--- src/hdl/rv_pkg.sv ---
`default_nettype none

package rv_pkg;

  // datapath and register index widths
  localparam int XLEN = 32;
  localparam int REG_ADDR_W = 5;

  // program memory geometry
  localparam int PROG_WORDS = 64;
  localparam int PROG_ADDR_W = 6;

  // major opcodes still decoded by the core
  typedef enum logic [6:0] {
    OP_LUI     = 7'b0110111,
    OP_REG_IMM = 7'b0010011,
    OP_REG_REG = 7'b0110011,
    OP_BRANCH  = 7'b1100011,
    OP_SYSTEM  = 7'b1110011
  } opcode_t;

  typedef enum logic [3:0] {
    alu_add,
    alu_sub,
    alu_sll,
    alu_slt,
    alu_sltu,
    alu_xor,
    alu_srl,
    alu_sra,
    alu_or,
    alu_and,
    alu_pass_imm
  } alu_op_t;

  typedef enum logic [2:0] {
    br_eq,
    br_ne,
    br_lt,
    br_ge,
    br_ltu,
    br_geu,
    br_none
  } br_cond_t;

  typedef enum logic [1:0] {
    st_idle,
    st_run,
    st_halted
  } run_state_t;

endpackage

`default_nettype wire

--- src/hdl/program_rom.sv ---
`default_nettype none

module program_rom import rv_pkg::*; (
  input  logic                   clk,
  input  logic                   we,
  input  logic [PROG_ADDR_W-1:0] waddr,
  input  logic [XLEN-1:0]        wdata,
  input  logic [XLEN-1:0]        pc,
  output logic [XLEN-1:0]        insn
);

  logic [XLEN-1:0] mem [PROG_WORDS];

  // word writes from the load port
  always_ff @(posedge clk) begin
    if (we) begin
      mem[waddr] <= wdata;
    end
  end

  // fetch by word address, byte offset dropped
  assign insn = mem[pc[PROG_ADDR_W+1:2]];

  // fetch address must land on a word boundary
  a_pc_aligned: assert property (@(posedge clk) !$isunknown(pc) |-> pc[1:0] == 2'b00);

endmodule

`default_nettype wire

--- config.mk ---
export PLATFORM = sky130hd
export DESIGN_NAME = program_rom
export DESIGN_NICKNAME = d
export VERILOG_FILES = /design/src/hdl/rv_pkg.sv /design/src/hdl/program_rom.sv
export SDC_FILE = /design/constraint.sdc
export NUM_CORES = 2
export LEC_CHECK = 0
export BUFFER_PORTS_ARGS = -buffer_cell sky130_fd_sc_hd__buf_2
export CORE_ASPECT_RATIO = 0.75
export CORE_MARGIN = 2
export CORE_UTILIZATION = 55
export CTS_CLUSTER_DIAMETER = 120
export DETAILED_ROUTE_END_ITERATION = 7
export HOLD_SLACK_MARGIN = 0.08
export PLACE_DENSITY = 0.7
export SLEW_MARGIN = 25
export SYNTH_ARGS = -nofsm -noshare
export SYNTH_HDL_FRONTEND = slang
export SYNTH_SLANG_ARGS = --single-unit
--- constraint.sdc ---
create_clock -name clk -period 5.2 [get_ports clk]
set_input_delay 1.04 -clock clk [delete_from_list [all_inputs] [get_ports clk]]
set_output_delay 1.04 -clock clk [all_outputs]
set_load 0.03 [all_outputs]
Yosys cells after proc, flatten, opt, wreduce, memory -nomap -nowiden
Memory sizes are Yosys's and may differ from the RTL's.
Index checks and enable logic that the tools add are counted.
W data, S select, Z words.
{"block": "totals", "register_bits": 0, "mem_bits_rw": 2048, "inputBits": 72, "out_inout_bits": 32, "mem_count": 1}
{"memory": "mem", "depth": 64, "width": 32, "read_ports": 1, "rd_ports_with_merged_regs": 0, "wr": 1, "line": "program_rom.sv:12", "source": "logic [XLEN-1:0] mem [PROG_WORDS];"}
{"block": "classes", "n_mux": 2}
{"op": "$mux W1", "count": 2}

Logic depth before layout (Yosys ltp)
{"block": "logic_depth", "ltp_word": 2, "ltp_mapped": 10, "mapped_depth_nobuf": 5}

Worst setup path after synthesis
No wires, ideal clock.
{"block": "synth_path", "kind": "input to register", "startpoint": "input waddr[3]", "endpoint": "memory mem[48][0], enable pin", "setup_time_ps": 461, "arrival_ps": 3739, "path_slack_ps": 1000, "path_stages": 4, "cell_sequence": "clkbuf_1 -> nor2b_1 -> nand4b_1 -> nor3_1"}
{"element": "start, declared", "line": "program_rom.sv:6", "source": "input logic [PROG_ADDR_W-1:0] waddr,"}
{"element": "end, declared", "line": "program_rom.sv:12"}
Straight into the memory's write port.

Worst setup path in the final report
{"block": "layout_path", "startpoint": "input pc[2]", "endpoint": "output insn[8]"}
{"block": "layout_between", "elab_chain_cells": 1}
{"element": "start, declared", "line": "program_rom.sv:8", "source": "input logic [XLEN-1:0] pc,"}
{"element": "$mem_v2 Z64 W32"}
{"element": "end, declared", "line": "program_rom.sv:9", "source": "output logic [XLEN-1:0] insn"}
No other way between the ends.

==> metrics <==
io pins=104; biggest regs=mem x2048; Slew @ Worst Pin=1.09 ns; Switching Fraction=21.0%; Fin. Hold Viols=0; worst setup margin=0.152 ns; IR Drop Worst-Case VDD=around 330 uV; non-filler instance count after layout=5579; DRC Markers=0; number of flip-flops in the largest register=2048; Num CTS Buffers=180; fraction of layout cells with a size suffix above 1=29.9%; Post-synth top cells=edfxtp_1 (2048), mux4_2 (544), nor2_1 (137), mux2i_1 (93), o22ai_1 (84); Synth warnings=0; Critical Path RT=4.16 ns; wire length per cell=33.2 um; Worst Setup Path Type=primary input to primary output; Reg power frac=between 50% and 60%; Port Buf Inserts=77; post-route cell area=between 80000 and 90000 um^2; worst endpoint data arrival time=between 4 and 5 ns; synthesis-to-layout area growth=12.4%; Die Height=330 um; Storage cell area=roughly 61000 um^2; final setup TNS=0 ns; Placer Congestion=0.812; Multi-input gate area=16000 um^2; Largest Register=mem; Final setup viols=0; Reg clk slew, reported paths=0.06 ns; crit-path max FO=38; synthesized area=77900 um^2; Rows=119; Syn Nets=3364; Core Box Area=140000 um^2; Synth Area per Inst=approximately 24 um^2; max-cap violations=0; Max Fclk=198 MHz; Comb pwr share=5.4%; fillers=9074; asr flop ratio synth=0%; Distinct cells, synth=33; first-pass GRT wire length=roughly 260000 um; Startpoint Class=primary input; CTS sink cnt=2048; largest net degree at the start of global routing=65; leakage=27.2 nW; vias in the first global route=36900; HP Class=primary input to register; pre-CTS WS=0.169 ns; Synth area leader=edfxtp_1; vias=36900; post-synthesis sequential area ratio=79.0%; synthesized flop and latch total=2048; ys flop type=edfxtp_1; most frequent cell after synthesis=edfxtp_1; Pint=25.9 mW; Tot Pwr=32.7 mW; outcome=finished clean; dpl cells=5244; Pwr per Cell Area=374 nW/um^2; Avg Vias per Cell=6.62; Post-synth EDFFs=slightly above 2000; GRT overflow=0; initial antenna violation count=17; top post-synthesis cells by area=edfxtp_1 (79%), mux4_2 (16%), mux2i_1 (1.2%); GRT Util Overall=26.0%; post-route ant nets=0; power share of the clock group=38.6%; Post-DP Area=81900 um^2; Die Wd=438 um; post-route minimum period=5.05 ns; DRT Wirelength=185000 um; period utilisation layout=97.1%; Psw=6.86 mW; Slew Limit Fails=0; Synth Instances=3292; nets@finish=3625; initial core utilization=a little under three fifths; First-pass DRT Iterations=8; root buf cell=clkbuf_16; H-tree Lvls=4; CTS Buffer Depth=3; Worst setup EP type=primary output; Post-CTS Hold Buffers=0; DP HPWL=107000 um; RSZ-0062 raised after global routing=false; top-area cell type share of the netlist area=about four fifths; TritonCTS clock tree=built; 1st-iter DRT viols=between 5000 and 6000; Die Footprint=145000 um^2; Slew headroom=27.2%
[power groups by stage]
stage	combinational (mW)	clock [mW]	sequential [mW]
after floorplan	0.984	0	18.6
after global placement	1.70	0	18.7
after detailed placement	1.76	0	18.7
after CTS	1.76	12.8	18.3
after global routing	1.86	13.5	18.3
final	1.77	12.6	18.3
[critical path: stages]
cell	delay [ns]
buf_8	0.45
buf_12	0.35
buf_6	0.40
mux2i_1	0.29
a22oi_1	0.11
and3_1	0.24
o32ai_1	0.54
nor3_1	0.16
buf_2	0.22
[metal layers]
| layer | up-vias | GRT usage, % | share of wire [%] |
|---|---|---|---|
| met3 | 272 | 5.11 | 9.9 |
| met1 | 19900 | 38.1 | 40 |
| met2 | 2088 | 40.1 | 48 |
| met5 | - | 0 | 0.012 |
| met4 | 4 | 8.39 | 2.7 |
| li1 | 14700 | - | - |
[path summary, 6_finish.rpt]
| check | start | endpoint | slack, ns | depth (start not counted) |
|---|---|---|---|---|
| worst max-delay path | pc[2] | insn[8] | 0.15 | 9 |
| worst min-delay path | wdata[12] | mem[14][12]$_DFFE_PP_ | 0.75 | 1 |
[stage by stage]
step / hold WS, ns / utilization [%]
after floorplan: 1.14 / -
after global placement: 1.72 / 58.3
after detailed placement: 1.64 / 58.3
after CTS: 0.756 / 62.3
after global routing: 0.773 / 62.4
final: 0.752 / 62.4
[what timing repair did]
action / in CTS / in global routing
endpoints found under the setup margin: 0 / 2
setup buffers: 0 / 0
resized for setup: 0 / 1
hold endpoints to repair: 0 / 0
[cell families (layout without fill, tap and decap cells)]
logic type	Yosys count	count (layout)	share of synthesized area, %
flip-flops	2048	2048	79.0
multiplexers	637	637	16.9
AND/OR/NAND/NOR	223	223	1.28
AO/OA/AOI/OAI	202	202	1.69
buffers and inverters	182	584	1.14
other	0	10	0
[layout make-up]
cell class              count  share of cell area [%]
clock buffers             220                    5.39
well taps                1875                    2.68
clock inverters           103                   0.889
multi-input cells        1062                    18.2
flip-flops and latches   2048                    70.2
repair buffers            261                    2.55
diodes                     10                  0.0286
[layout by cell type (no fill, tap or decap), drive strengths merged]
master / count
or3: 3
a31oi: 1
clkinvlp: 2
mux2i: 93
bufinv: 10
o32ai: 4
or2: 3
o221ai: 27
inv: 8
nand4b: 1
nand3b: 5
nand4: 2
buf: 261
clkinv: 83
a41o: 4
mux4: 544
and3: 4
edfxtp: 2048
clkbuf: 220
nor3: 7
and2: 2
nand3: 5
diode: 10
a22oi: 12
nand2: 26
nor2b: 15
nor2: 137
o22ai: 84
a21oi: 62
or3b: 5
nand2b: 8
a311oi: 8
No activity file was read; power rests on OpenSTA's default activity.
