--- src/hdl/rv_pkg.sv ---
`default_nettype none

package rv_pkg;

  // datapath and register index widths
  localparam int XLEN = 32;
  localparam int REG_ADDR_W = 5;

  // program memory geometry
  localparam int PROG_WORDS = 64;
  localparam int PROG_ADDR_W = 6;

  // major opcodes still decoded by the core
  typedef enum logic [6:0] {
    OP_LUI     = 7'b0110111,
    OP_REG_IMM = 7'b0010011,
    OP_REG_REG = 7'b0110011,
    OP_BRANCH  = 7'b1100011,
    OP_SYSTEM  = 7'b1110011
  } opcode_t;

  typedef enum logic [3:0] {
    alu_add,
    alu_sub,
    alu_sll,
    alu_slt,
    alu_sltu,
    alu_xor,
    alu_srl,
    alu_sra,
    alu_or,
    alu_and,
    alu_pass_imm
  } alu_op_t;

  typedef enum logic [2:0] {
    br_eq,
    br_ne,
    br_lt,
    br_ge,
    br_ltu,
    br_geu,
    br_none
  } br_cond_t;

  typedef enum logic [1:0] {
    st_idle,
    st_run,
    st_halted
  } run_state_t;

endpackage

`default_nettype wire

--- src/hdl/pc_counter.sv ---
`default_nettype none

module pc_counter import rv_pkg::*; (
  input  logic            clk,
  input  logic            rst,
  input  logic            clear,
  input  logic            advance,
  input  logic            branch_taken,
  input  logic [XLEN-1:0] branch_target,
  output logic [XLEN-1:0] pc,
  output logic [XLEN-1:0] retired
);

  always_ff @(posedge clk) begin
    if (rst || clear) begin
      pc      <= '0;
      retired <= '0;
    end else if (advance) begin
      pc      <= branch_taken ? branch_target : pc + XLEN'(4);
      retired <= retired + XLEN'(1);
    end
  end

  // a taken branch with a half-word offset would break this
  a_pc_word: assert property (@(posedge clk) disable iff (rst)
    advance |=> pc[1:0] == 2'b00);

endmodule

`default_nettype wire

--- config.mk ---
export PLATFORM = sky130hd
export DESIGN_NAME = pc_counter
export DESIGN_NICKNAME = d
export VERILOG_FILES = /design/src/hdl/rv_pkg.sv /design/src/hdl/pc_counter.sv
export SDC_FILE = /design/constraint.sdc
export NUM_CORES = 1
export LEC_CHECK = 0
export ABC_AREA = 1
export BUFFER_PORTS_ARGS = -buffer_cell sky130_fd_sc_hd__buf_4
export CAP_MARGIN = 5
export CORE_MARGIN = 2
export CORE_UTILIZATION = 58
export DETAILED_ROUTE_END_ITERATION = 6
export PLACE_DENSITY_LB_ADDON = 0.25
export SLEW_MARGIN = 5
export SYNTH_ARGS = -nofsm -noshare
export SYNTH_HDL_FRONTEND = slang
export SYNTH_SLANG_ARGS = --single-unit
--- constraint.sdc ---
create_clock -name clk -period 4.3 [get_ports clk]
set_input_delay 0.43 -clock clk [delete_from_list [all_inputs] [get_ports clk]]
set_output_delay 0.43 -clock clk [all_outputs]
set_load 0.01 [all_outputs]
# After elaboration in Yosys (flattened, before gate mapping)
# Index checks and enable logic that the tools add are counted.
[word_totals] regBits=64 latchBits=0 mem_bits_rw=0 rom_bits=0 output_inout_bits=64 mem_count=0
[op_classes] addsub=2 multipliers=0 div_mod_pow=0 magnitude_cmp=0 n_eq_ne=0 n_shift=0 n_mux=1 bitwise=0 reduce_logical=1
[ops] operator="$add 32x1->32 const B" count=1
[ops] operator="$add 32x3->32 const B" count=1
[ops] operator="$mux 32" count=1
[ops] operator="$logic_or 1x1->1" count=1

# Longest topological paths before layout
[depth] depth_word=2 depth_mapped=10 mapped_depth_nobuf=10

# Least setup slack after synthesis
# OpenSTA, ideal clock, no wires.
[synth_timing] kind="flip-flop to flip-flop" from="reg pc[3]" to="reg pc[26]" setup_time_ps=132 arrival_time_ps=1353 path_slack_ps=2815 path_stages_with_launch=11 path_cell_list="dfxtp_1 ha_1 nand2_2 nor2_4 nand2_4 nor2_4 nand2_1 nand2_1 nand3_1 nand2_1 a21oi_1"
[synth_via] elab_chain_cells=2
[synth_lines] element="start: declaration" line="pc_counter.sv:10" text="output logic [XLEN-1:0] pc,"
[synth_lines] element="start signal: assignment" line="pc_counter.sv:19" text="pc <= branch_taken ? branch_target : pc + XLEN'(4);"
[synth_lines] element="$add 32x3->32" line="pc_counter.sv:19"
[synth_lines] element="$mux 32" line="pc_counter.sv:19"
# Every way passes these cells.
# A chain may end at the register's enable or synchronous reset.

# Worst setup path in the final report
[layout_timing] from="in branch_taken" to="reg pc[13]"
[layout_via] elab_chain_cells=1
[layout_lines] element="start: declaration" line="pc_counter.sv:8" text="input logic branch_taken,"
[layout_lines] element="$mux 32" line="pc_counter.sv:19"
# Every way passes these cells.

==> results_dict.tcl <==
set metrics [dict create \
    status "complete, but fails checks" \
    failed_checks "design-rule violations" \
    rsz0062_at_grt "no" \
    dr.max_layer_used "met4" \
    antenna_found_initial 0 \
    vias 4439 \
    detail_route.wirelength_um 11050 \
    ioPinCount 101 \
    detail_route.drc_violations 11 \
    design.core.area_um2 6422 \
    final.setup_skew_ns 0.007734 \
    globalRouteOverflowTotal 0 \
    reg2regPathDepth 9 \
    setup_violations 0 \
    place.detailed.hpwl_um 8102 \
    postSynth.topFlopCell "sky130_fd_sc_hd__dfxtp_1" \
    grt_start_max_net_pins 38 \
    post_synthesis_sequential_area_ratio 0.3307 \
    post_cts_setup_repair_buffer_count 0 \
    netlist_area_um2 3874 \
    tritoncts "built" \
    post-route-min-period_ns 1.850 \
    place.gp.congestion 0.9167 \
    initial_core_utilization 0.6032 \
    die_x_um 85.73 \
    globalRouteTotalUtil 0.3057 \
    flow.area_growth_from_synthesis_pct 25.78 \
    maxSlewViolCount 0 \
    clock-sinks 64 \
    sw_frac_of_total 0.2543 \
    dp_slack_ns 2.113 \
    p_leak_nw 1.960 \
    syn_avg_cell_area_um2 6.178 \
    synth_top_cells_by_area "sky130_fd_sc_hd__dfxtp_1, sky130_fd_sc_hd__nand2_1, sky130_fd_sc_hd__nor2_1" \
    placed_cells_incl_taps 789 \
    clockBufferDepth 2 \
    cts.repair.resized 0 \
    firstDrtPassIters 7 \
    max_slew.worst_pin.slew_ns 0.5182 \
    timing.hold.worst_path_depth 3 \
    synth_area_leader_cell "sky130_fd_sc_hd__dfxtp_1" \
    synth_edf_count 0 \
    timing.critical_path.from_type "input pin" \
    routedWlPerCell_um 13.73 \
    global_route_wire_length_before_repair_um 18170 \
    cts_clk_pin_slew_worst_paths_ns 0.08 \
    clock_latency_ns 0.35 \
    worstHoldPathType "in -> reg" \
    finalWorstSetupSlack_ns 2.450 \
    timing.critical_path.arrival_ns 2.10 \
    worstPathMaxFanout 14 \
    finalHoldViolCount 0 \
    drive_gt1_frac 0.2143 \
    critical_path.reg2reg.endpoint "retired[30]$_SDFFE_PP0P_" \
    initialDrtViolationCount 416 \
    htreeDepth 3 \
    crit_required_ns 4.55 \
    synthesis.nets 666 \
    detail_route.vias_per_cell 5.514 \
    p_per_area_nw_per_um2 271.1 \
    fin_nets 762 \
    num_antenna_cells 0 \
    yosysTopAreaCellShare 0.3307 \
    net_switching_mw 0.3359 \
    achievable-frequency_ghz 0.5405 \
    synth_warnings 0 \
    vdd_drop_max_uv 221.3 \
    critical_path_class "in -> reg" \
    timing.reg2reg.setup_slack_ns 2.46 \
    setup_total_negative_slack_ns 0 \
    place.port_buffers 100 \
    final_cell_mix "sky130_fd_sc_hd__nand2_1, sky130_fd_sc_hd__buf_4, sky130_fd_sc_hd__nor2_1" \
    grt_pass1_vias 4077 \
    clkPwrFrac 0.439 \
    min_delay_worst_endpoint "pc[1]$_SDFFE_PP0P_" \
    utilization 0.7586 \
    synthArstFlopShare 0 \
    mostFrequentLayoutCell "sky130_fd_sc_hd__nand2_1" \
    design.die.area_um2 7349 \
    postSynthRegisterBits 64 \
    detail-route-antenna-nets 0 \
    hold_path.startpoint "branch_target[1]" \
    post_layout_nonfiller_instances 805 \
    setup.worst_path.end_class "register" \
    met3_length_um 784 \
    yosys.cell_types.count 32 \
    cts_buffers 9 \
    routedLengthMet1_um 4378 \
    synth_cells 627 \
    cts_hold_buf 0 \
    seqPwrFrac 0.468 \
    min_period_over_period 0.4303 \
    pwr-share-comb 0.093 \
    cellInternalPower_mw 0.9848 \
    wl_met2_um 5468 \
    dieHeight_um 85.73 \
    drv_cap 0 \
    r2r-start "retired[0]$_SDFFE_PP0P_" \
    num_rows 29 \
    cts_root_buffer "sky130_fd_sc_hd__clkbuf_8" \
    maxSlewHeadroom 0.6540 \
]
-- how the worst max path moves through the flow --
stage / slack (ns) / endpoint / from
6_report: 2.45 / pc[13]$_SDFFE_PP0P_ / branch_taken
5_1_grt: 2.32 / pc[13]$_SDFFE_PP0P_ / branch_taken
3_5_place_dp: 2.11 / pc[10]$_SDFFE_PP0P_ / branch_taken
3_3_place_gp: 2.18 / pc[13]$_SDFFE_PP0P_ / branch_taken
2_1_floorplan: 2.81 / pc[26]$_SDFFE_PP0P_ / pc[3]$_SDFFE_PP0P_
4_1_cts: 2.48 / pc[10]$_SDFFE_PP0P_ / branch_taken
-- metal layers --
metal,vias to the layer above,GRT usage
li1,2213,-
met4,0,0.1443
met1,1990,0.3575
met2,196,0.5412
met3,40,0.05294
met5,-,0
-- critical path, stage by stage --
cell and delay [ns]:
sky130_fd_sc_hd__buf_4 0.12, sky130_fd_sc_hd__inv_1 0.31, sky130_fd_sc_hd__nand2_1 0.42, sky130_fd_sc_hd__inv_1 0.46, sky130_fd_sc_hd__nand2_1 0.10, sky130_fd_sc_hd__o221ai_1 0.19, sky130_fd_sc_hd__nor2_1 0.05
-- per-stage QoR --
step                total power, mW  instance area, um2  hold WS, ns
floorplan                    0.6947                3874       0.4958
global placement             0.7501                4659       0.4699
detailed placement           0.7535                4659       0.4799
CTS                           1.321                4872       0.3435
global route                  1.363                4872       0.3803
finish                        1.321                4872       0.3444
-- power groups by stage --
stage / Clock [mW] / Sequential [mW] / Combinational (mW)
final: 0.580 / 0.618 / 0.123
after global routing: 0.609 / 0.619 / 0.135
after CTS: 0.581 / 0.617 / 0.123
after detailed placement: 0 / 0.631 / 0.122
after global placement: 0 / 0.631 / 0.119
after floorplan: 0 / 0.633 / 0.0620
-- area by class of cell --
| cell class | instances | area, um2 |
|---|---|---|
| clock buffers | 11 | 131.4 |
| clock inverters | 5 | 81.33 |
| fillers | 516 | 1550 |
| inverters | 66 | 247.7 |
| multi-input cells | 481 | 2276 |
| flip-flops and latches | 64 | 1281 |
| well taps | 77 | 96.34 |
| repair buffers | 101 | 758.2 |
-- cells in the mapped netlist, types with 2 or more instances --
master and count:
sky130_fd_sc_hd__a211oi_1 5, sky130_fd_sc_hd__a21oi_1 36, sky130_fd_sc_hd__a31oi_1 2, sky130_fd_sc_hd__and2_1 2, sky130_fd_sc_hd__buf_1 2, sky130_fd_sc_hd__buf_2 4
sky130_fd_sc_hd__clkbuf_1 9, sky130_fd_sc_hd__dfxtp_1 64, sky130_fd_sc_hd__ha_1 2, sky130_fd_sc_hd__inv_1 59, sky130_fd_sc_hd__inv_2 7, sky130_fd_sc_hd__nand2_1 192
sky130_fd_sc_hd__nand2_2 9, sky130_fd_sc_hd__nand3_1 59, sky130_fd_sc_hd__nand4_1 5, sky130_fd_sc_hd__nor2_1 92, sky130_fd_sc_hd__nor2_2 11, sky130_fd_sc_hd__nor2_4 8
sky130_fd_sc_hd__nor3_1 12, sky130_fd_sc_hd__nor3_4 2, sky130_fd_sc_hd__nor3b_2 2, sky130_fd_sc_hd__nor4_1 2, sky130_fd_sc_hd__o211ai_1 11, sky130_fd_sc_hd__o21a_1 2
sky130_fd_sc_hd__o21ai_0 17, sky130_fd_sc_hd__o221ai_1 3, sky130_fd_sc_hd__xnor2_1 2, sky130_fd_sc_hd__xor2_1 2
-- state kept, by name, indices dropped and copies added (netlist names) --
signal,cells
pc,32
retired,32
-- cell families after synthesis --
family | Yosys count | share of synthesized area
AND/OR/NAND/NOR | 398 | 0.4574
flip-flops | 64 | 0.3307
XOR/XNOR | 4 | 0.009046
AO/OA/AOI/OAI | 77 | 0.1147
adder cells (fa/ha/maj) | 2 | 0.006459
buffers and inverters | 82 | 0.08172
Note: power is estimated with default switching activity, not from simulation.
