<file path="src/hdl/rv_pkg.sv">
`default_nettype none

package rv_pkg;

  // datapath and register index widths
  localparam int XLEN = 32;
  localparam int REG_ADDR_W = 5;

  // program memory geometry
  localparam int PROG_WORDS = 64;
  localparam int PROG_ADDR_W = 6;

  // major opcodes still decoded by the core
  typedef enum logic [6:0] {
    OP_LUI     = 7'b0110111,
    OP_REG_IMM = 7'b0010011,
    OP_REG_REG = 7'b0110011,
    OP_BRANCH  = 7'b1100011,
    OP_SYSTEM  = 7'b1110011
  } opcode_t;

  typedef enum logic [3:0] {
    alu_add,
    alu_sub,
    alu_sll,
    alu_slt,
    alu_sltu,
    alu_xor,
    alu_srl,
    alu_sra,
    alu_or,
    alu_and,
    alu_pass_imm
  } alu_op_t;

  typedef enum logic [2:0] {
    br_eq,
    br_ne,
    br_lt,
    br_ge,
    br_ltu,
    br_geu,
    br_none
  } br_cond_t;

  typedef enum logic [1:0] {
    st_idle,
    st_run,
    st_halted
  } run_state_t;

endpackage

`default_nettype wire

</file>
<file path="src/hdl/core_ifs.sv">
`default_nettype none


// register file ports
interface rf_if import rv_pkg::*; ();
  logic [REG_ADDR_W-1:0] rs1;
  logic [REG_ADDR_W-1:0] rs2;
  logic [REG_ADDR_W-1:0] rd;
  logic [XLEN-1:0]       rd_data;
  logic [XLEN-1:0]       rs1_data;
  logic [XLEN-1:0]       rs2_data;
  logic                  we;

  modport storage (
    input  rs1, rs2, rd, rd_data, we,
    output rs1_data, rs2_data
  );
  modport user (
    input  rs1_data, rs2_data,
    output rd_data
  );
endinterface

`default_nettype wire

</file>
<file path="src/hdl/reg_file.sv">
`default_nettype none

module reg_file import rv_pkg::*; (
  input logic    clk,
  input logic    rst,
  rf_if.storage  rf
);

  logic [XLEN-1:0] regs [32];

  always_ff @(posedge clk) begin
    if (rst) begin
      for (int i = 0; i < 32; i++) begin
        regs[i] <= '0;
      end
    end else if (rf.we && rf.rd != '0) begin
      regs[rf.rd] <= rf.rd_data;
    end
  end

  // two asynchronous read ports
  assign rf.rs1_data = regs[rf.rs1];
  assign rf.rs2_data = regs[rf.rs2];

  // x0 reads as zero no matter what was written before
  a_x0_rs1: assert property (@(posedge clk) disable iff (rst)
    rf.rs1 == '0 |-> rf.rs1_data == '0);
  a_x0_rs2: assert property (@(posedge clk) disable iff (rst)
    rf.rs2 == '0 |-> rf.rs2_data == '0);

endmodule

`default_nettype wire

</file>
<file path="src/flat_wrapper.sv">
// flat-port wrapper written by rule: the top's interface ports become plain ports
module reg_file_flat import rv_pkg::*;
  (clk, rst, rf_rs1, rf_rs2, rf_rd, rf_rd_data, rf_we, rf_rs1_data, rf_rs2_data);
  rf_if rf_i ();
  input logic clk;
  input logic rst;
  input wire logic [$bits(rf_i.rs1)-1:0] rf_rs1;
  input wire logic [$bits(rf_i.rs2)-1:0] rf_rs2;
  input wire logic [$bits(rf_i.rd)-1:0] rf_rd;
  input wire logic [$bits(rf_i.rd_data)-1:0] rf_rd_data;
  input wire logic [$bits(rf_i.we)-1:0] rf_we;
  output wire logic [$bits(rf_i.rs1_data)-1:0] rf_rs1_data;
  output wire logic [$bits(rf_i.rs2_data)-1:0] rf_rs2_data;
  assign rf_i.rs1 = rf_rs1;
  assign rf_i.rs2 = rf_rs2;
  assign rf_i.rd = rf_rd;
  assign rf_i.rd_data = rf_rd_data;
  assign rf_i.we = rf_we;
  assign rf_rs1_data = rf_i.rs1_data;
  assign rf_rs2_data = rf_i.rs2_data;
  reg_file u_core (.clk(clk), .rst(rst), .rf(rf_i));
endmodule
</file>
<file path="config.mk">
export PLATFORM = sky130hd
export DESIGN_NAME = reg_file_flat
export DESIGN_NICKNAME = d
export VERILOG_FILES = /design/src/hdl/rv_pkg.sv /design/src/hdl/core_ifs.sv /design/src/hdl/reg_file.sv /design/src/flat_wrapper.sv
export SDC_FILE = /design/constraint.sdc
export NUM_CORES = 2
export LEC_CHECK = 0
export ABC_AREA = 1
export BUFFER_PORTS_ARGS = -buffer_cell sky130_fd_sc_hd__buf_2
export CAP_MARGIN = 20
export CORE_MARGIN = 2
export CORE_UTILIZATION = 60
export DETAILED_ROUTE_END_ITERATION = 8
export PLACE_DENSITY = 0.75
export SYNTH_ARGS = -nofsm -noshare
export SYNTH_HDL_FRONTEND = slang
export SYNTH_SLANG_ARGS = --single-unit
</file>
<file path="constraint.sdc">
create_clock -name clk -period 4.4 [get_ports clk]
set_clock_uncertainty 0.1 [all_clocks]
set_input_delay 0.44 -clock clk [delete_from_list [all_inputs] [get_ports clk]]
set_output_delay 0.44 -clock clk [all_outputs]
set_load 0.01 [all_outputs]
</file>
==> After elaboration in Yosys (flattened, before gate mapping) <==
Memory sizes are Yosys's and may differ from the RTL's.
Cells that the tools add are included.
{ "classes": {"reduce_logical": 3, "muxes": 8} }
{ "op_table": {"columns": ["operator", "count"], "rows": [
  ["$mux W32", 1],
  ["$reduce_or A32 Y1", 1],
  ["$mux W1", 6],
  ["$mux W5", 1],
  ["$reduce_bool A5 Y1", 1],
  ["$logic_and A1 B1 Y1", 1]
]} }
{ "totals": {"mem_count": 1, "input_bits": 50, "register_bits": 0, "ramBits": 1024, "output_inout_bits": 64, "word_cells": 12} }
{ "memory_table": {"columns": ["memory", "depth", "word_bits", "rd", "rd_ports_with_merged_regs", "wr", "line_no", "source"], "rows": [
  ["u_core.regs", 32, 32, 2, 0, 32, "reg_file.sv:9", "logic [XLEN-1:0] regs [32];"]
]} }

==> Depth between registers and ports, before layout <==
{ "logic_depth": {"ltp_word": 7, "ltp_mapped": 12, "mapped_depth_nobuf": 9} }

==> Worst setup path after synthesis <==
Ideal clock, no wire load.
{ "synth_timing": {"path_kind": "input-to-reg", "from": "input rf_rd[4]", "to": "memory u_core.regs[31][0], enable pin", "required_ps": 3911, "arrival_ps": 1892, "setup_time_ps": 389, "path_buffers": 1, "path_slack_ps": 2018, "cell_stages": 5, "cell_sequence": "inv_1 nor3_1 nand2_1 buf_2 nand2_1"} }
{ "synth_rtl": {"columns": ["element", "line_no", "source"], "rows": [
  ["from (decl)", "flat_wrapper.sv:9", "input wire logic [$bits(rf_i.rd)-1:0] rf_rd;"],
  ["to (decl)", "reg_file.sv:9", null]
]} }

==> Worst setup path after layout <==
{ "layout_timing": {"from": "input rf_rs2[0]", "to": "output rf_rs2_data[1]"} }
{ "layout_between": {"elab_chain_cells": 1} }
{ "layout_lines": {"columns": ["element", "line_no", "source"], "rows": [
  ["from (decl)", "flat_wrapper.sv:8", "input wire logic [$bits(rf_i.rs2)-1:0] rf_rs2;"],
  ["$mem_v2 Z32 W32", null, null],
  ["to (decl)", "flat_wrapper.sv:13", "output wire logic [$bits(rf_i.rs2_data)-1:0] rf_rs2_data;"]
]} }
No other way between the ends.

==> results.py <==
metrics = {
    "logic_synthesis": {
        "yosys.area_share.xor_xnor_pct": 0,
        "synth_compound_area_share_pct": 0,
        "synth_mux_area_share_pct": 0,
        "yosysTopAreaCell": "edfxtp_1",
        "yosysMostFrequentCell": "nand2_1",
        "synthCells": 7191,
        "synthAdderAreaFrac_pct": 0,
        "synthTopCellsByArea": "edfxtp_1, nand2_1, nand3_1",
        "synth_edf_count": 1024,
        "synth_top_family_by_area": "simple AND/OR/NAND/NOR gates",
        "syn_avg_cell_area_um2": 7.88,
        "synth_simple_gate_area_share_pct": 39.7,
        "synth_common_cells": "nand2_1, nand3_1, edfxtp_1",
        "synth_top_area_share_pct": 54.2,
        "yosysSeqAreaShare_pct": 54.2,
        "synthDistinctLibCells": 16,
        "synthArstFlopShare_pct": 0,
        "ys.flop_type": "edfxtp_1",
        "syn-cell-area_mm2": 0.0567,
        "ys_warn_count": 0,
        "synth-seq-cells": 1024,
    },
    "floorplanning": {
        "num_rows": 112,
        "dieHeight_um": 311,
        "core-area_mm2": 0.0935,
        "start_util_pct": 60.7,
        "die_area_mm2": 0.0970,
        "die_w_um": 311,
        "ios": 114,
    },
    "placement": {
        "dp_slack_ps": 1150,
        "post_dp_cell_area_mm2": 0.0578,
        "gp_congestion": 0.924,
        "dpl.cell_count": 8129,
        "post-dp-hpwl_um": 115000,
        "io_buffers": 113,
    },
    "clock_tree": {
        "cts_setup_buffers": 0,
        "clk_path_buf_depth": 3,
        "h-tree-depth": 3,
        "cts_buffers": 110,
        "cts_sinks": 1024,
        "ctsHoldBuffers": 0,
        "clkTransAtPathRegs_ps": 60,
        "cts_resized": 0,
        "cts_tree": "yes",
        "cts_root_buffer": "clkbuf_16",
    },
    "power_and_ir_drop": {
        "p_int_mw": 17.5,
        "p_sw_share_pct": 27.7,
        "power_switching_mw": 6.71,
        "power.density_mw_per_mm2": 394,
        "leakage_nw": 26.3,
        "p_clk_share_pct": 38.3,
        "p_comb_share_pct": 13.9,
        "power_frac_seq_pct": 47.7,
        "irDropWorstVdd_uv": 366,
        "power_mw": 24.2,
    },
    "timing": {
        "final_hold_viol_count": 0,
        "max_freq_mhz": 290,
        "tightest_slew_ps": 1200,
        "finalCritPeriodShare_pct": 78.4,
        "fin_ws_ps": 949,
        "finalSetupViolCount": 0,
        "finalCriticalPeriod_ps": 3450,
        "finalSetupTns_ps": 0,
        "grt_setup_unrepaired": "no",
        "whs_ps": 107,
        "slew_headroom_pct": 19.7,
        "drv_slew": 0,
    },
    "worst_setup_path": {
        "worstSetupPathType": "in -> out",
        "crit_required_ps": 3860,
        "crit_path_max_fanout": 154,
        "start_kind": "input pin",
        "arrival_ps": 2910,
        "critPathCaptureType": "primary output",
    },
    "final_layout": {
        "layout.nets": 7043,
        "drive_above_1_share_pct": 6.79,
        "fin_area_mm2": 0.0615,
        "area_growth_pct": 8.44,
        "instances_no_fill": 8339,
        "largest_reg_flops": 1024,
        "reg_top3": "u_core.regs x1024",
        "utilization_pct": 65.8,
        "largest_register": "u_core.regs",
    },
    "global_routing": {
        "antenna_found_initial": 8,
        "grt_max_degree": 170,
        "grt_pass1_vias": 50900,
        "grt_pass1_wl_um": 306000,
        "overflow": 0,
        "track_usage_pct": 41.7,
    },
    "detailed_routing": {
        "drc": 0,
        "wl_um": 208000,
        "antenna_left": 0,
        "firstDrtPassIters": 7,
        "avgRoutedWirePerCell_um": 24.9,
        "num_vias": 53900,
        "drt_iter0_markers": 9900,
        "via_per_inst": 6.47,
    },
    "run_status": {
        "status": "finished, final reports clean",
    },
    "hold_path": {
        "min_to": "u_core.regs[21][20]$_SDFFCE_PN0P_",
        "hold_path.startpoint": "rf_rd_data[20]",
        "min_path_cells": 3,
        "hold_path.class": "in -> reg",
    },
    "job": {
        "maxCapViolCount": 0,
    },
}
-- worst max-delay path: stages --
cell     delay, ps
buf_8          210
inv_16         460
buf_4          410
nand2_1        100
nand3_1         80
nand3_1         80
nand2_1        270
nand2_1         90
nand2_1         70
nand2_1         40
nand2_1        290
buf_2          210
-- cells by family after synthesis --
| logic type | after synthesis |
|---|---|
| simple gates | 5483 |
| flops | 1024 |
| buf+inv | 683 |
| other cells | 1 |
-- placed cells by master (no fill, tap or decap) --
| master | count |
|---|---|
| nor3_1 | 7 |
| clkbuf_16 | 114 |
| clkbuf_1 | 23 |
| nor2_1 | 993 |
| inv_16 | 2 |
| nand2_2 | 35 |
| nand2_1 | 2907 |
| inv_8 | 2 |
| diode_2 | 2 |
| edfxtp_1 | 1024 |
| bufinv_16 | 11 |
| conb_1 | 32 |
| buf_8 | 6 |
| inv_1 | 45 |
| nand4_1 | 4 |
| inv_2 | 2 |
| clkinv_1 | 30 |
| clkinv_2 | 22 |
| clkinv_8 | 1 |
| buf_16 | 7 |
| nand3_1 | 1537 |
| buf_12 | 44 |
| buf_4 | 124 |
| buf_2 | 105 |
| buf_6 | 2 |
| inv_6 | 4 |
-- final cells by class --
type	instances	area [um^2]
flip-flops and latches	1024	30700
well taps	1254	1570
repair buffers	288	2640
clock inverters	65	583
diodes	2	5.00
fillers	7597	32000
multi-input cells	5515	22700
inverters	54	260
clock buffers	137	2940
-- power groups by stage --
| stage | Sequential, mW | Combinational, mW | Clock, mW |
|---|---|---|---|
| final | 11.6 | 3.37 | 9.28 |
| after detailed placement | 11.7 | 3.20 | 0 |
| after CTS | 11.5 | 3.22 | 9.24 |
| after global routing | 11.6 | 3.57 | 9.62 |
| after global placement | 11.7 | 3.11 | 0 |
| after floorplan | 11.7 | 2.05 | 0 |
-- worst max path at each step --
stage,to,slack [ps],from
after global routing,rf_rs2_data[1],850,rf_rs2[0]
after CTS,rf_rs2_data[16],1140,rf_rs2[0]
after floorplan,u_core.regs[31][0]$_SDFFCE_PN0P_,2020,rf_rd[4]
after detailed placement,rf_rs2_data[16],1150,rf_rs2[0]
after global placement,rf_rs1_data[18],1120,rf_rs1[0]
final,rf_rs2_data[1],950,rf_rs2[0]
-- metal layers --
metal / GRT usage (%) / vias up / routed length, um
met2: 62.2 / 4978 / 89200
met3: 11.3 / 1054 / 33800
met4: 25.9 / 14 / 14500
met5: 0 / - / 175
met1: 54.3 / 24700 / 70000
li1: - / 23200 / -
No activity file was read; power rests on OpenSTA's default activity.
