## src/hdl/rv_pkg.sv

```systemverilog
`default_nettype none

package rv_pkg;

  // datapath and register index widths
  localparam int XLEN = 32;
  localparam int REG_ADDR_W = 5;

  // program memory geometry
  localparam int PROG_WORDS = 64;
  localparam int PROG_ADDR_W = 6;

  // major opcodes still decoded by the core
  typedef enum logic [6:0] {
    OP_LUI     = 7'b0110111,
    OP_REG_IMM = 7'b0010011,
    OP_REG_REG = 7'b0110011,
    OP_BRANCH  = 7'b1100011,
    OP_SYSTEM  = 7'b1110011
  } opcode_t;

  typedef enum logic [3:0] {
    alu_add,
    alu_sub,
    alu_sll,
    alu_slt,
    alu_sltu,
    alu_xor,
    alu_srl,
    alu_sra,
    alu_or,
    alu_and,
    alu_pass_imm
  } alu_op_t;

  typedef enum logic [2:0] {
    br_eq,
    br_ne,
    br_lt,
    br_ge,
    br_ltu,
    br_geu,
    br_none
  } br_cond_t;

  typedef enum logic [1:0] {
    st_idle,
    st_run,
    st_halted
  } run_state_t;

endpackage

`default_nettype wire

```

## src/hdl/core_ifs.sv

```systemverilog
`default_nettype none

// decoded view of the current instruction, purely combinational
interface decode_if import rv_pkg::*; ();
  logic [REG_ADDR_W-1:0] rs1;
  logic [REG_ADDR_W-1:0] rs2;
  logic [REG_ADDR_W-1:0] rd;
  logic [XLEN-1:0]       imm;
  logic                  use_imm;
  alu_op_t               alu_op;
  br_cond_t              br_cond;
  logic                  wb_en;
  logic                  is_ecall;
  logic                  is_illegal;

  modport producer (
    output rs1, rs2, rd, imm, use_imm, alu_op, br_cond, wb_en, is_ecall, is_illegal
  );
  modport consumer (
    input rs1, rs2, rd, imm, use_imm, alu_op, br_cond, wb_en, is_ecall, is_illegal
  );
endinterface


`default_nettype wire

```

## src/hdl/run_control.sv

```systemverilog
`default_nettype none

module run_control import rv_pkg::*; (
  input  logic       clk,
  input  logic       rst,
  input  logic       start,
  input  logic       prog_we,
  decode_if.consumer dec,
  output logic       rf_we,
  output logic       advance,
  output logic       clear,
  output logic       halt,
  output logic       illegal
);

  run_state_t state;
  run_state_t state_next;
  logic       in_run;
  logic       illegal_q;

  assign in_run = state == st_run;

  // start only counts while not already running
  assign clear = start && !in_run;

  always_comb begin
    state_next = state;
    case (state)
      st_run: begin
        if (dec.is_ecall || dec.is_illegal) begin
          state_next = st_halted;
        end
      end
      default: begin
        if (start) begin
          state_next = st_run;
        end
      end
    endcase
  end

  always_ff @(posedge clk) begin
    if (rst) begin
      state     <= st_idle;
      illegal_q <= 1'b0;
    end else begin
      state <= state_next;
      if (clear) begin
        illegal_q <= 1'b0;
      end else if (in_run && dec.is_illegal) begin
        illegal_q <= 1'b1;
      end
    end
  end

  assign rf_we   = in_run && dec.wb_en && dec.rd != '0;
  // illegal words do not retire
  assign advance = in_run && !dec.is_illegal;
  assign halt    = state == st_halted;
  assign illegal = illegal_q;

  a_no_load_in_run: assert property (@(posedge clk) disable iff (rst)
    state == st_run |-> !prog_we);

endmodule

`default_nettype wire

```

## src/flat_wrapper.sv

```systemverilog
// flat-port wrapper written by rule: the top's interface ports become plain ports
module run_control_flat import rv_pkg::*;
  (clk, rst, start, prog_we, rf_we, advance, clear, halt, illegal, dec_rs1, dec_rs2, dec_rd, dec_imm, dec_use_imm, dec_alu_op, dec_br_cond, dec_wb_en, dec_is_ecall, dec_is_illegal);
  decode_if dec_i ();
  input  logic clk;
  input  logic rst;
  input  logic start;
  input  logic prog_we;
  output logic rf_we;
  output logic advance;
  output logic clear;
  output logic halt;
  output logic illegal;
  input wire logic [$bits(dec_i.rs1)-1:0] dec_rs1;
  input wire logic [$bits(dec_i.rs2)-1:0] dec_rs2;
  input wire logic [$bits(dec_i.rd)-1:0] dec_rd;
  input wire logic [$bits(dec_i.imm)-1:0] dec_imm;
  input wire logic [$bits(dec_i.use_imm)-1:0] dec_use_imm;
  input wire logic [$bits(dec_i.alu_op)-1:0] dec_alu_op;
  input wire logic [$bits(dec_i.br_cond)-1:0] dec_br_cond;
  input wire logic [$bits(dec_i.wb_en)-1:0] dec_wb_en;
  input wire logic [$bits(dec_i.is_ecall)-1:0] dec_is_ecall;
  input wire logic [$bits(dec_i.is_illegal)-1:0] dec_is_illegal;
  assign dec_i.rs1 = dec_rs1;
  assign dec_i.rs2 = dec_rs2;
  assign dec_i.rd = dec_rd;
  assign dec_i.imm = dec_imm;
  assign dec_i.use_imm = dec_use_imm;
  assign dec_i.alu_op = dec_alu_op;
  assign dec_i.br_cond = dec_br_cond;
  assign dec_i.wb_en = dec_wb_en;
  assign dec_i.is_ecall = dec_is_ecall;
  assign dec_i.is_illegal = dec_is_illegal;
  run_control u_core (.clk(clk), .rst(rst), .start(start), .prog_we(prog_we), .dec(dec_i), .rf_we(rf_we), .advance(advance), .clear(clear), .halt(halt), .illegal(illegal));
endmodule
```

## config.mk

```make
export PLATFORM = sky130hd
export DESIGN_NAME = run_control_flat
export DESIGN_NICKNAME = d
export VERILOG_FILES = /design/src/hdl/rv_pkg.sv /design/src/hdl/core_ifs.sv /design/src/hdl/run_control.sv /design/src/flat_wrapper.sv
export SDC_FILE = /design/constraint.sdc
export NUM_CORES = 1
export LEC_CHECK = 0
export ABC_CLOCK_PERIOD_IN_PS = 2300
export BUFFER_PORTS_ARGS = -buffer_cell sky130_fd_sc_hd__buf_2
export CAP_MARGIN = 20
export CORE_AREA = 2 2 39 41
export CTS_CLUSTER_SIZE = 25
export DETAILED_ROUTE_END_ITERATION = 7
export DIE_AREA = 0 0 41 43
export GPL_TIMING_DRIVEN = 0
export PLACE_DENSITY = 0.67
export SYNTH_ARGS = -nofsm -noshare
export SYNTH_HDL_FRONTEND = slang
export SYNTH_SLANG_ARGS = --single-unit
export TNS_END_PERCENT = 20
```

## constraint.sdc

```tcl
create_clock -name clk -period 2.3 [get_ports clk]
set_clock_uncertainty 0.05 [all_clocks]
set_input_delay 0.23 -clock clk [delete_from_list [all_inputs] [get_ports clk]]
set_output_delay 0.23 -clock clk [all_outputs]
set_load 0.1 [all_outputs]
```

[After elaboration in Yosys (flattened, before gate mapping)]
Index checks and enable logic that the tools add are counted.
Operators by class
  equality and inequality tests: 3
  muxes and demuxes: 3
  reductions and logical operators: 12
Operator list (count)
  2-to-1 mux 2 bit: 3
  logical AND 1 bit: 5
  nonzero test 5 bit: 1
  == test 2 x 1 -> 1 bit (second input constant): 1
  == test 2 bit (second input constant): 1
  zero test 1 bit: 2
  != test 2 bit (second input constant): 1
  AND reduction 2 bit: 1
  nonzero test 2 bit: 1
  OR reduction 2 bit: 1
  logical OR 1 bit: 1
Word-level totals
  register bits: 3
  input bits: 62
  output and inout bits: 5

[Longest topological paths before layout]
Gate-level depths: netlist (run 1).
  depth in word-level cells: 4
  mapped depth: 3
  gate-level depth less buffers: 3

[Least setup slack after synthesis (run 1)]
No wires, ideal clock.
  path kind: reg-to-output
  start point: register u_core.state[1]
  end point: output port advance
  arrival time: 1.908 ns
  path slack: 0.112 ns
  stages on the path, launching flop included: 3
  path buffers: 0
  cell sequence: dfxtp_1 > and2b_1 > nor2b_1
On the way
  longest elaborated chain between the ends: 2
RTL lines
  from (decl): RTL line run_control.sv:16  | run_state_t state;
  from (signal assigned): RTL line run_control.sv:44  | state <= st_idle;
  from (signal assigned): RTL line run_control.sv:47  | state <= state_next;
  == test 2 x 1 -> 1 bit: RTL line run_control.sv:21  | assign in_run = state == st_run;
  logical AND 1 bit: RTL line run_control.sv:58  | assign advance = in_run && !dec.is_illegal;
  to (decl): RTL line flat_wrapper.sv:10  | output logic advance;
Every way passes these cells.

[Worst setup path after layout (run 1)]
  start point: register u_core.state[1]
  end point: output port rf_we
On the way
  longest elaborated chain between the ends: 3
RTL lines
  == test 2 x 1 -> 1 bit: RTL line run_control.sv:21
  logical AND 1 bit (2 in a row): RTL line run_control.sv:56  | assign rf_we = in_run && dec.wb_en && dec.rd != '0;
  to (decl): RTL line flat_wrapper.sv:9  | output logic rf_we;
Every way passes these cells.

==> results.cfg, run 1 <==
[status]
status = completed

[timing]
worst_slack_ns = 0.6098
fmax_mhz = 591.7
period_share_pct = 73.49
rsz0062_at_grt = false
final-setup-viol-count = 0
slew_headroom_pct = 67.76
tns_ns = 0
hold_violations = 0
slew_viol_final = 0
tightest_slew_ns = 0.4870
min_period_ns = 1.690

[critical_path]
cp-start-kind = flop
critical_path_required_ns = 2.02
reg2regPathDepth = 3
critPathMaxFanout = 6
worst_setup_path_end_kind = primary output
reg2reg_to = u_core.state[0]
path_class = flop to primary output
rr_startpoint = u_core.state[1]
arrival_ns = 1.41
ff2ff_setup_slack_ns = 1.28

[synth]
synth_seq_cells = 3
synth_top_area_cell = dfxtp_1
yosysWarnings = 0
synthCells = 19
synth_top_area_share_pct = 41.38
synthTopCellsByArea = dfxtp_1 41%, nor2b_1 8.6%, nor2_1 7.8%, a21oi_1 6.9%, o21ai_0 6.9%
yosys.cell_types.count = 11
synth_fp_nets = 81
netlist_area_um2 = 145.1
synth.avg_cell_area_um2 = 7.639
seq_area_frac_synth_pct = 41.38

[die]
die_y_um = 43
initial_utilization_pct = 10.49
die_w_um = 41
core_area_um2 = 1384
rows = 14
fp.dieArea_um2 = 1763
io_pins = 67

[clock_network]
cts.sinks = 3
ctsResizeCount = 0
cts_max_level = 1
cts_setup_buffers = 0
hold_buffers = 0
clkTransAtPathRegs_ns = 0.04
clock_latency_ns = 0.23
cts_tree = yes
clk_path_buf_depth = 2
cts-buffers-inserted = 3
root_buffer = clkbuf_4

[global_routing]
grt_pass1_vias = 202
track_usage_pct = 6.112
grt_pass1_wl_um = 655
antenna_found_initial = 0
overflow = 0
grt_start_max_net_pins = 7

[placed_design]
place_ws_ns = 0.7555
finalWeightedCongestion = 0.5667
numPortBuffers = 15
hpwlAfterDp_um = 326.1
dpl.cell_count = 50

[detailed_routing]
drt-initial-drc-count = 0
wire_per_inst_um = 7.019
dr.pass1.iters = 1
wl_um = 379
vias_per_cell = 3.556
ant_nets = 0
drc_errors = 0
vias = 192

[cells_and_area]
drive_gt1_share_pct = 47.37
antenna_cells = 0
area_delta_synth_final_pct = 83.62
final_cells = 54
layout.nets = 101
utilization_pct = 19.26

[hold_path]
worst_hold_path_type = input pin to flop
hold_end = u_core.illegal
whs_path_depth = 2
hp-start = rst

[power_and_ir_drop]
power_uw = 215.8
power_density_nw_per_um2 = 809.6
peakVddDrop_mv = 0.1026
power_leakage_uw = 0.0001386

[run]
maxCapViolations = 0
[worst max-delay path by stage]
stage                    start  endpoint  cells after the start
2_1_floorplan  u_core.state[1]   advance                      2
3_3_place_gp         dec_rd[1]     rf_we                      4
3_5_place_dp         dec_rd[1]     rf_we                      4
4_1_cts        u_core.state[1]     rf_we                      3
5_1_grt        u_core.state[1]     rf_we                      3
6_report       u_core.state[1]     rf_we                      3
[where the power goes]
group / internal [uW] / switching [uW]
Clock: 64.9 / 25.2
Combinational: 15.8 / 52.0
Sequential: 56.1 / 1.83
[layout by cell type, fill, tap and decap left out, drive strengths merged]
cell type,count
a21oi,2
and2,1
and2b,1
buf,15
clkbuf,4
dfxtp,3
inv,1
nand2,2
nor2,3
nor2b,2
o21ai,2
o311a,1
or3,1
[final cells by class]
class	instances	area (um^2)
well taps	16	20.02
repair buffers	15	75.07
clock buffers	4	26.28
fillers	156	1117
multi-input cells	15	81.33
inverters	1	3.754
flip-flops and latches	3	60.06
[sequential cells by signal (all words and copies together), names as in the netlist]
register	flops
u_core.state	2
u_core.illegal	1
[critical path, stage by stage (launching register included)]
cell,delay [ns]
dfxtp_1,0.30
and2b_1,0.27
o311a_1,0.18
buf_2,0.42
[cell usage after synthesis]
library cell  count
o311a_1           1
or3_1             1
and2b_1           1
inv_1             1
and2_1            1
nor2_1            3
nor2b_1           2
nand2_1           2
a21oi_1           2
dfxtp_1           3
o21ai_0           2
[cell families (layout without fill, tap and decap cells)]
group / after synthesis / after routing / synth area share (%)
AOI/OAI and AO/OA: 5 / 5 / 20.69
buffers and inverters: 1 / 20 / 2.584
DFF: 3 / 3 / 41.38
and+or+nand+nor: 10 / 10 / 35.35
[metrics by stage]
| step | area (um^2) | hold WS [ns] |
|---|---|---|
| 6_report | 266.5 | 0.1469 |
| 5_1_grt | 266.5 | 0.1466 |
| 4_1_cts | 266.5 | 0.1374 |
| 3_5_place_dp | 240.2 | 0.3796 |
| 3_3_place_gp | 240.2 | 0.3780 |
| 2_1_floorplan | 145.1 | 0.2491 |
[routing by layer]
layer  track usage (%)  wire, um  share of wire, %  vias up
li1                  -         -                 -      102
met1             4.473       144                38       83
met2             8.438       197                52        7
met3             2.618        37               9.8        0
met4             10.00         0                 0        0
met5                 0         0                 0        -
Power figures use the tool's default switching activity.
==> inputs of run 2 (changes only) <==
Settings changed: ABC_CLOCK_PERIOD_IN_PS 2300 to 1400, CORE_AREA 2 2 39 41 to default, CORE_MARGIN from default to 2, CORE_UTILIZATION from default to 11, DIE_AREA 0 0 41 43 to default, PLACE_DENSITY 0.67 to 0.7.
Clock period 2.3 ns to 1.4 ns, I/O delays scaled along.
==> run 2 against run 1 <==
Sequential cell count did not move. Die area fell by 7.8%. Sequential share of layout area fell by 3.2 points.
==> results.cfg, run 2 (synthesized netlist as in run 1, its figures left out) <==
[status]
status = completed

[power_and_ir_drop]
power_uw = 379.9
power_leakage_uw = 0.0001495
power_density_nw_per_um2 = 1200
peakVddDrop_mv = 0.1685

[critical_path]
critical_path_required_ns = 1.21
worst_setup_path_end_kind = primary output
path_class = flop to primary output
arrival_ns = 1.21
cp-start-kind = flop
critPathMaxFanout = 6

[timing]
tns_ns = 0
min_period_ns = 1.399
slew_headroom_pct = 68.04
final-setup-viol-count = 0
rsz0062_at_grt = true
fmax_mhz = 714.6
tightest_slew_ns = 0.4827
hold_violations = 0
period_share_pct = 99.96
slew_viol_final = 0

[clock_network]
root_buffer = clkbuf_4
clk_path_buf_depth = 2
cts_setup_buffers = 0
cts-buffers-inserted = 3
cts_max_level = 1
clock_latency_ns = 0.23
clkTransAtPathRegs_ns = 0.04
cts.sinks = 3
cts_tree = yes
hold_buffers = 0

[cells_and_area]
antenna_cells = 0
final_cells = 53
drive_gt1_share_pct = 60.53
area_delta_synth_final_pct = 118.1
final_area_um2 = 316.6
largest_register = u_core.state
layout.cells.most_common = buf_2
layout.nets = 101
largest_reg_flops = 2
n_fill_cell = 153
final_cell_mix = 12 x buf_2, 3 x clkbuf_4

[placed_design]
finalWeightedCongestion = 0.5626
place_area_um2 = 246.5
dpl.cell_count = 49
numPortBuffers = 15
hpwlAfterDp_um = 353.4

[die]
die_y_um = 40.33
fp.dieArea_um2 = 1626
rows = 13
core_area_um2 = 1269
initial_utilization_pct = 11.44
die_w_um = 40.33
io_pins = 67

[detailed_routing]
dr.pass1.iters = 2
vias_per_cell = 3.925
wire_per_inst_um = 8.396
drc_errors = 0
vias = 208
ant_nets = 0
drt-initial-drc-count = 4
wl_um = 445

[global_routing]
grt_pass1_wl_um = 565
grt_start_max_net_pins = 7
grt_pass1_vias = 166
overflow = 0
track_usage_pct = 6.924
antenna_found_initial = 0

[run]
maxCapViolations = 0

[hold_path]
worst_hold_path_type = input pin to flop
-- run 2: cell counts in the layout (fill, tap and decap cells not counted) --
Identical to the previous run, type by type.
-- run 2: routing by layer --
metal,vias up,track usage [%],share of wire (%),wire length [um]
li1,103,-,-,-
met1,84,3.934,36,159
met2,17,9.921,41,182
met3,4,1.667,13,60
met4,0,17.50,9.4,42
met5,-,0,0,0
-- run 2: per-stage QoR --
| step | worst slack (ns) | hold WS, ns | util [%] |
|---|---|---|---|
| 6_report | 0.0005556 | 0.03686 | 24.95 |
| 5_1_grt | -0.04643 | 0.04796 | 24.95 |
| 4_1_cts | -0.01287 | 0.02637 | 24.26 |
| 3_5_place_dp | 0.01983 | 0.2845 | 19.43 |
| 3_3_place_gp | 0.03131 | 0.2847 | 19.43 |
| 2_1_floorplan | -0.1997 | 0.1591 | - |
-- run 2: area by class of cell --
type / count / area, um^2 / area share (%)
Multi-Input combinational cell: 15 / 95.09 / 30.04
Sequential cell: 3 / 61.31 / 19.37
Inverter: 1 / 3.754 / 1.186
Clock buffer: 4 / 26.28 / 8.300
Tap cell: 15 / 18.77 / 5.929
Timing Repair Buffer: 15 / 111.4 / 35.18
-- run 2: path summary, 6_finish.rpt --
path	startpoint	to	slack, ns	cells past startpoint
max	u_core.state[1]	rf_we	0.0006	3
min reg2reg	u_core.state[1]	u_core.state[1]	0.41	2
min	rst	u_core.state[1]	0.04	2
max reg2reg	u_core.state[1]	u_core.state[0]	0.40	3
-- run 2: power by group --
part / total [uW] / internal (uW) / switching (uW)
clock: 151 / 107 / 44.1
combinational: 133 / 43.2 / 89.7
sequential: 96.2 / 92.5 / 3.72
total: 380 / 242 / 137
-- run 2: repair_timing --
action / CTS / global route
gates resized for setup: 11 / 2
setup endpoints to repair: 3 / 3
pin swaps: 1 / 0
-- run 2: worst max-delay path, stage by stage, from the launching register on --
cell and delay [ns]:
dfxtp_2 0.31, and2b_2 0.26, o311a_1 0.22, buf_12 0.18
==> inputs of run 3 (changes only) <==
Settings changed: MAX_ROUTING_LAYER from default to met4, SETUP_SLACK_MARGIN from default to 0.1.
==> run 3 against run 2 <==
Power is 2.2% higher. Clock power is essentially flat. Sequential cell count unchanged. Register-to-register slack worse by 0.08 ns. Sequential share of layout area decreased by 1.1 points. Combinational power rose by 8%. Global-route usage shrank 2.5 points. Critical endpoint unchanged.
==> results.cfg, run 3 (synthesized netlist as in run 1, its figures left out) <==
[clock_network]
cts_tree = yes
hold_buffers = 0
clk_path_buf_depth = 2
clkTransAtPathRegs_ns = 0.04
cts.sinks = 3
cts-buffers-inserted = 3
root_buffer = clkbuf_4
clock_latency_ns = 0.23
cts_max_level = 1

[timing]
final-setup-viol-count = 0
rsz0062_at_grt = true
fmax_mhz = 723.3
min_period_ns = 1.383
period_share_pct = 98.75
slew_headroom_pct = 68.01
hold_violations = 0
tns_ns = 0
tightest_slew_ns = 0.4831
slew_viol_final = 0

[die]
initial_utilization_pct = 11.44
die_w_um = 40.33
io_pins = 67
die_y_um = 40.33
rows = 13
core_area_um2 = 1269
fp.dieArea_um2 = 1626

[detailed_routing]
ant_nets = 0
vias_per_cell = 3.741
drc_errors = 0
drt-initial-drc-count = 3
vias = 202
dr.pass1.iters = 4
wire_per_inst_um = 8.037
wl_um = 434

[global_routing]
track_usage_pct = 4.444
overflow = 0
grt_start_max_net_pins = 5
grt_pass1_vias = 137
grt_pass1_wl_um = 448
antenna_found_initial = 0

[cells_and_area]
layout.cells.most_common = buf_2
final_cell_mix = 11 x buf_2, 4 x clkbuf_4, 3 x buf_12
antenna_cells = 0
layout.nets = 102
final_area_um2 = 335.3
largest_register = u_core.state
largest_reg_flops = 2
utilization_pct = 26.43
drive_gt1_share_pct = 61.54
area_delta_synth_final_pct = 131.0

[critical_path]
path_class = flop to primary output
arrival_ns = 1.19
crit_start = u_core.state[1]
rr_startpoint = u_core.state[1]
slowest_stage = dfxtp_2
slowest_delay_ns = 0.31
cp-start-kind = flop
cp_cell_sequence = and2b_2 -> o311a_1 -> buf_12
critPathMaxFanout = 4
worst_setup_path_end_kind = primary output
critical_path_required_ns = 1.21

[status]
status = completed

[placed_design]
finalWeightedCongestion = 0.4996
hpwlAfterDp_um = 321.1
numPortBuffers = 15
place_area_um2 = 251.5

[power_and_ir_drop]
peakVddDrop_mv = 0.1424
power_leakage_uw = 0.0001572
power_density_nw_per_um2 = 1157

[hold_path]
hp-start = rst
worst_hold_path_type = input pin to flop

[run]
maxCapViolations = 0
==> run 3: changes by cell type in the layout (fill, tap and decap cells not counted) <==
cell      previous run  this run
buf_2               12        11
clkbuf_4             3         4
buf_6                1         0
buf_12               2         3
buf_4                0         1
==> run 3: routing by layer <==
metal	track usage [%]	share of wire [%]	wire length, um
met5	-	0	0
met4	5.000	0	0
met3	0	16	68
met2	7.540	47	203
met1	4.290	37	162
==> run 3: timing repair <==
| action | in CTS | in global routing |
|---|---|---|
| resized for setup | 9 | 6 |
| setup endpoints to repair | 4 | 4 |
| buffers inserted | 1 | 0 |
| hold endpoints to repair | 0 | 0 |
| pin swaps | 1 | 0 |
==> run 3: critical path, delay by kind of cell, from the launching register on <==
family | cells | cell delay, ns
compound gates | 1 | 0.22
buf+inv | 1 | 0.18
flops | 1 | 0.31
simple gates | 1 | 0.25
==> run 3: cell type report <==
type	count	area [um^2]
flip-flops and latches	3	61.31
repair buffers	16	130.1
inverters	1	3.754
well taps	15	18.77
multi-input cells	15	95.09
clock buffers	4	26.28
fillers	146	933.4
==> run 3: power by group <==
part           switching, uW  total [uW]  internal, uW
clock network           41.7         148           107
logic                   91.8         143          51.7
registers               3.78        96.3          92.5
total                    137         388           251
==> run 3: worst paths after layout <==
check	end	slack (ns)	cells past startpoint
worst min-delay path	u_core.state[1]	0.06	2
worst max-delay path	rf_we	0.02	3
worst max register to register	u_core.illegal	0.32	4
worst min register to register	u_core.state[1]	0.42	2
==> run 3: stage by stage <==
step           instances  hold WS (ns)  worst slack, ns  total power [uW]
2_1_floorplan         19        0.1591          -0.1769             186.7
6_report              54       0.05537          0.01744             388.1
5_1_grt               54       0.05059         -0.01633             402.9
4_1_cts               54       0.04431         0.006143             384.0
3_5_place_dp          49        0.2958          0.01073             213.5
3_3_place_gp          49        0.2864          0.01826             212.8
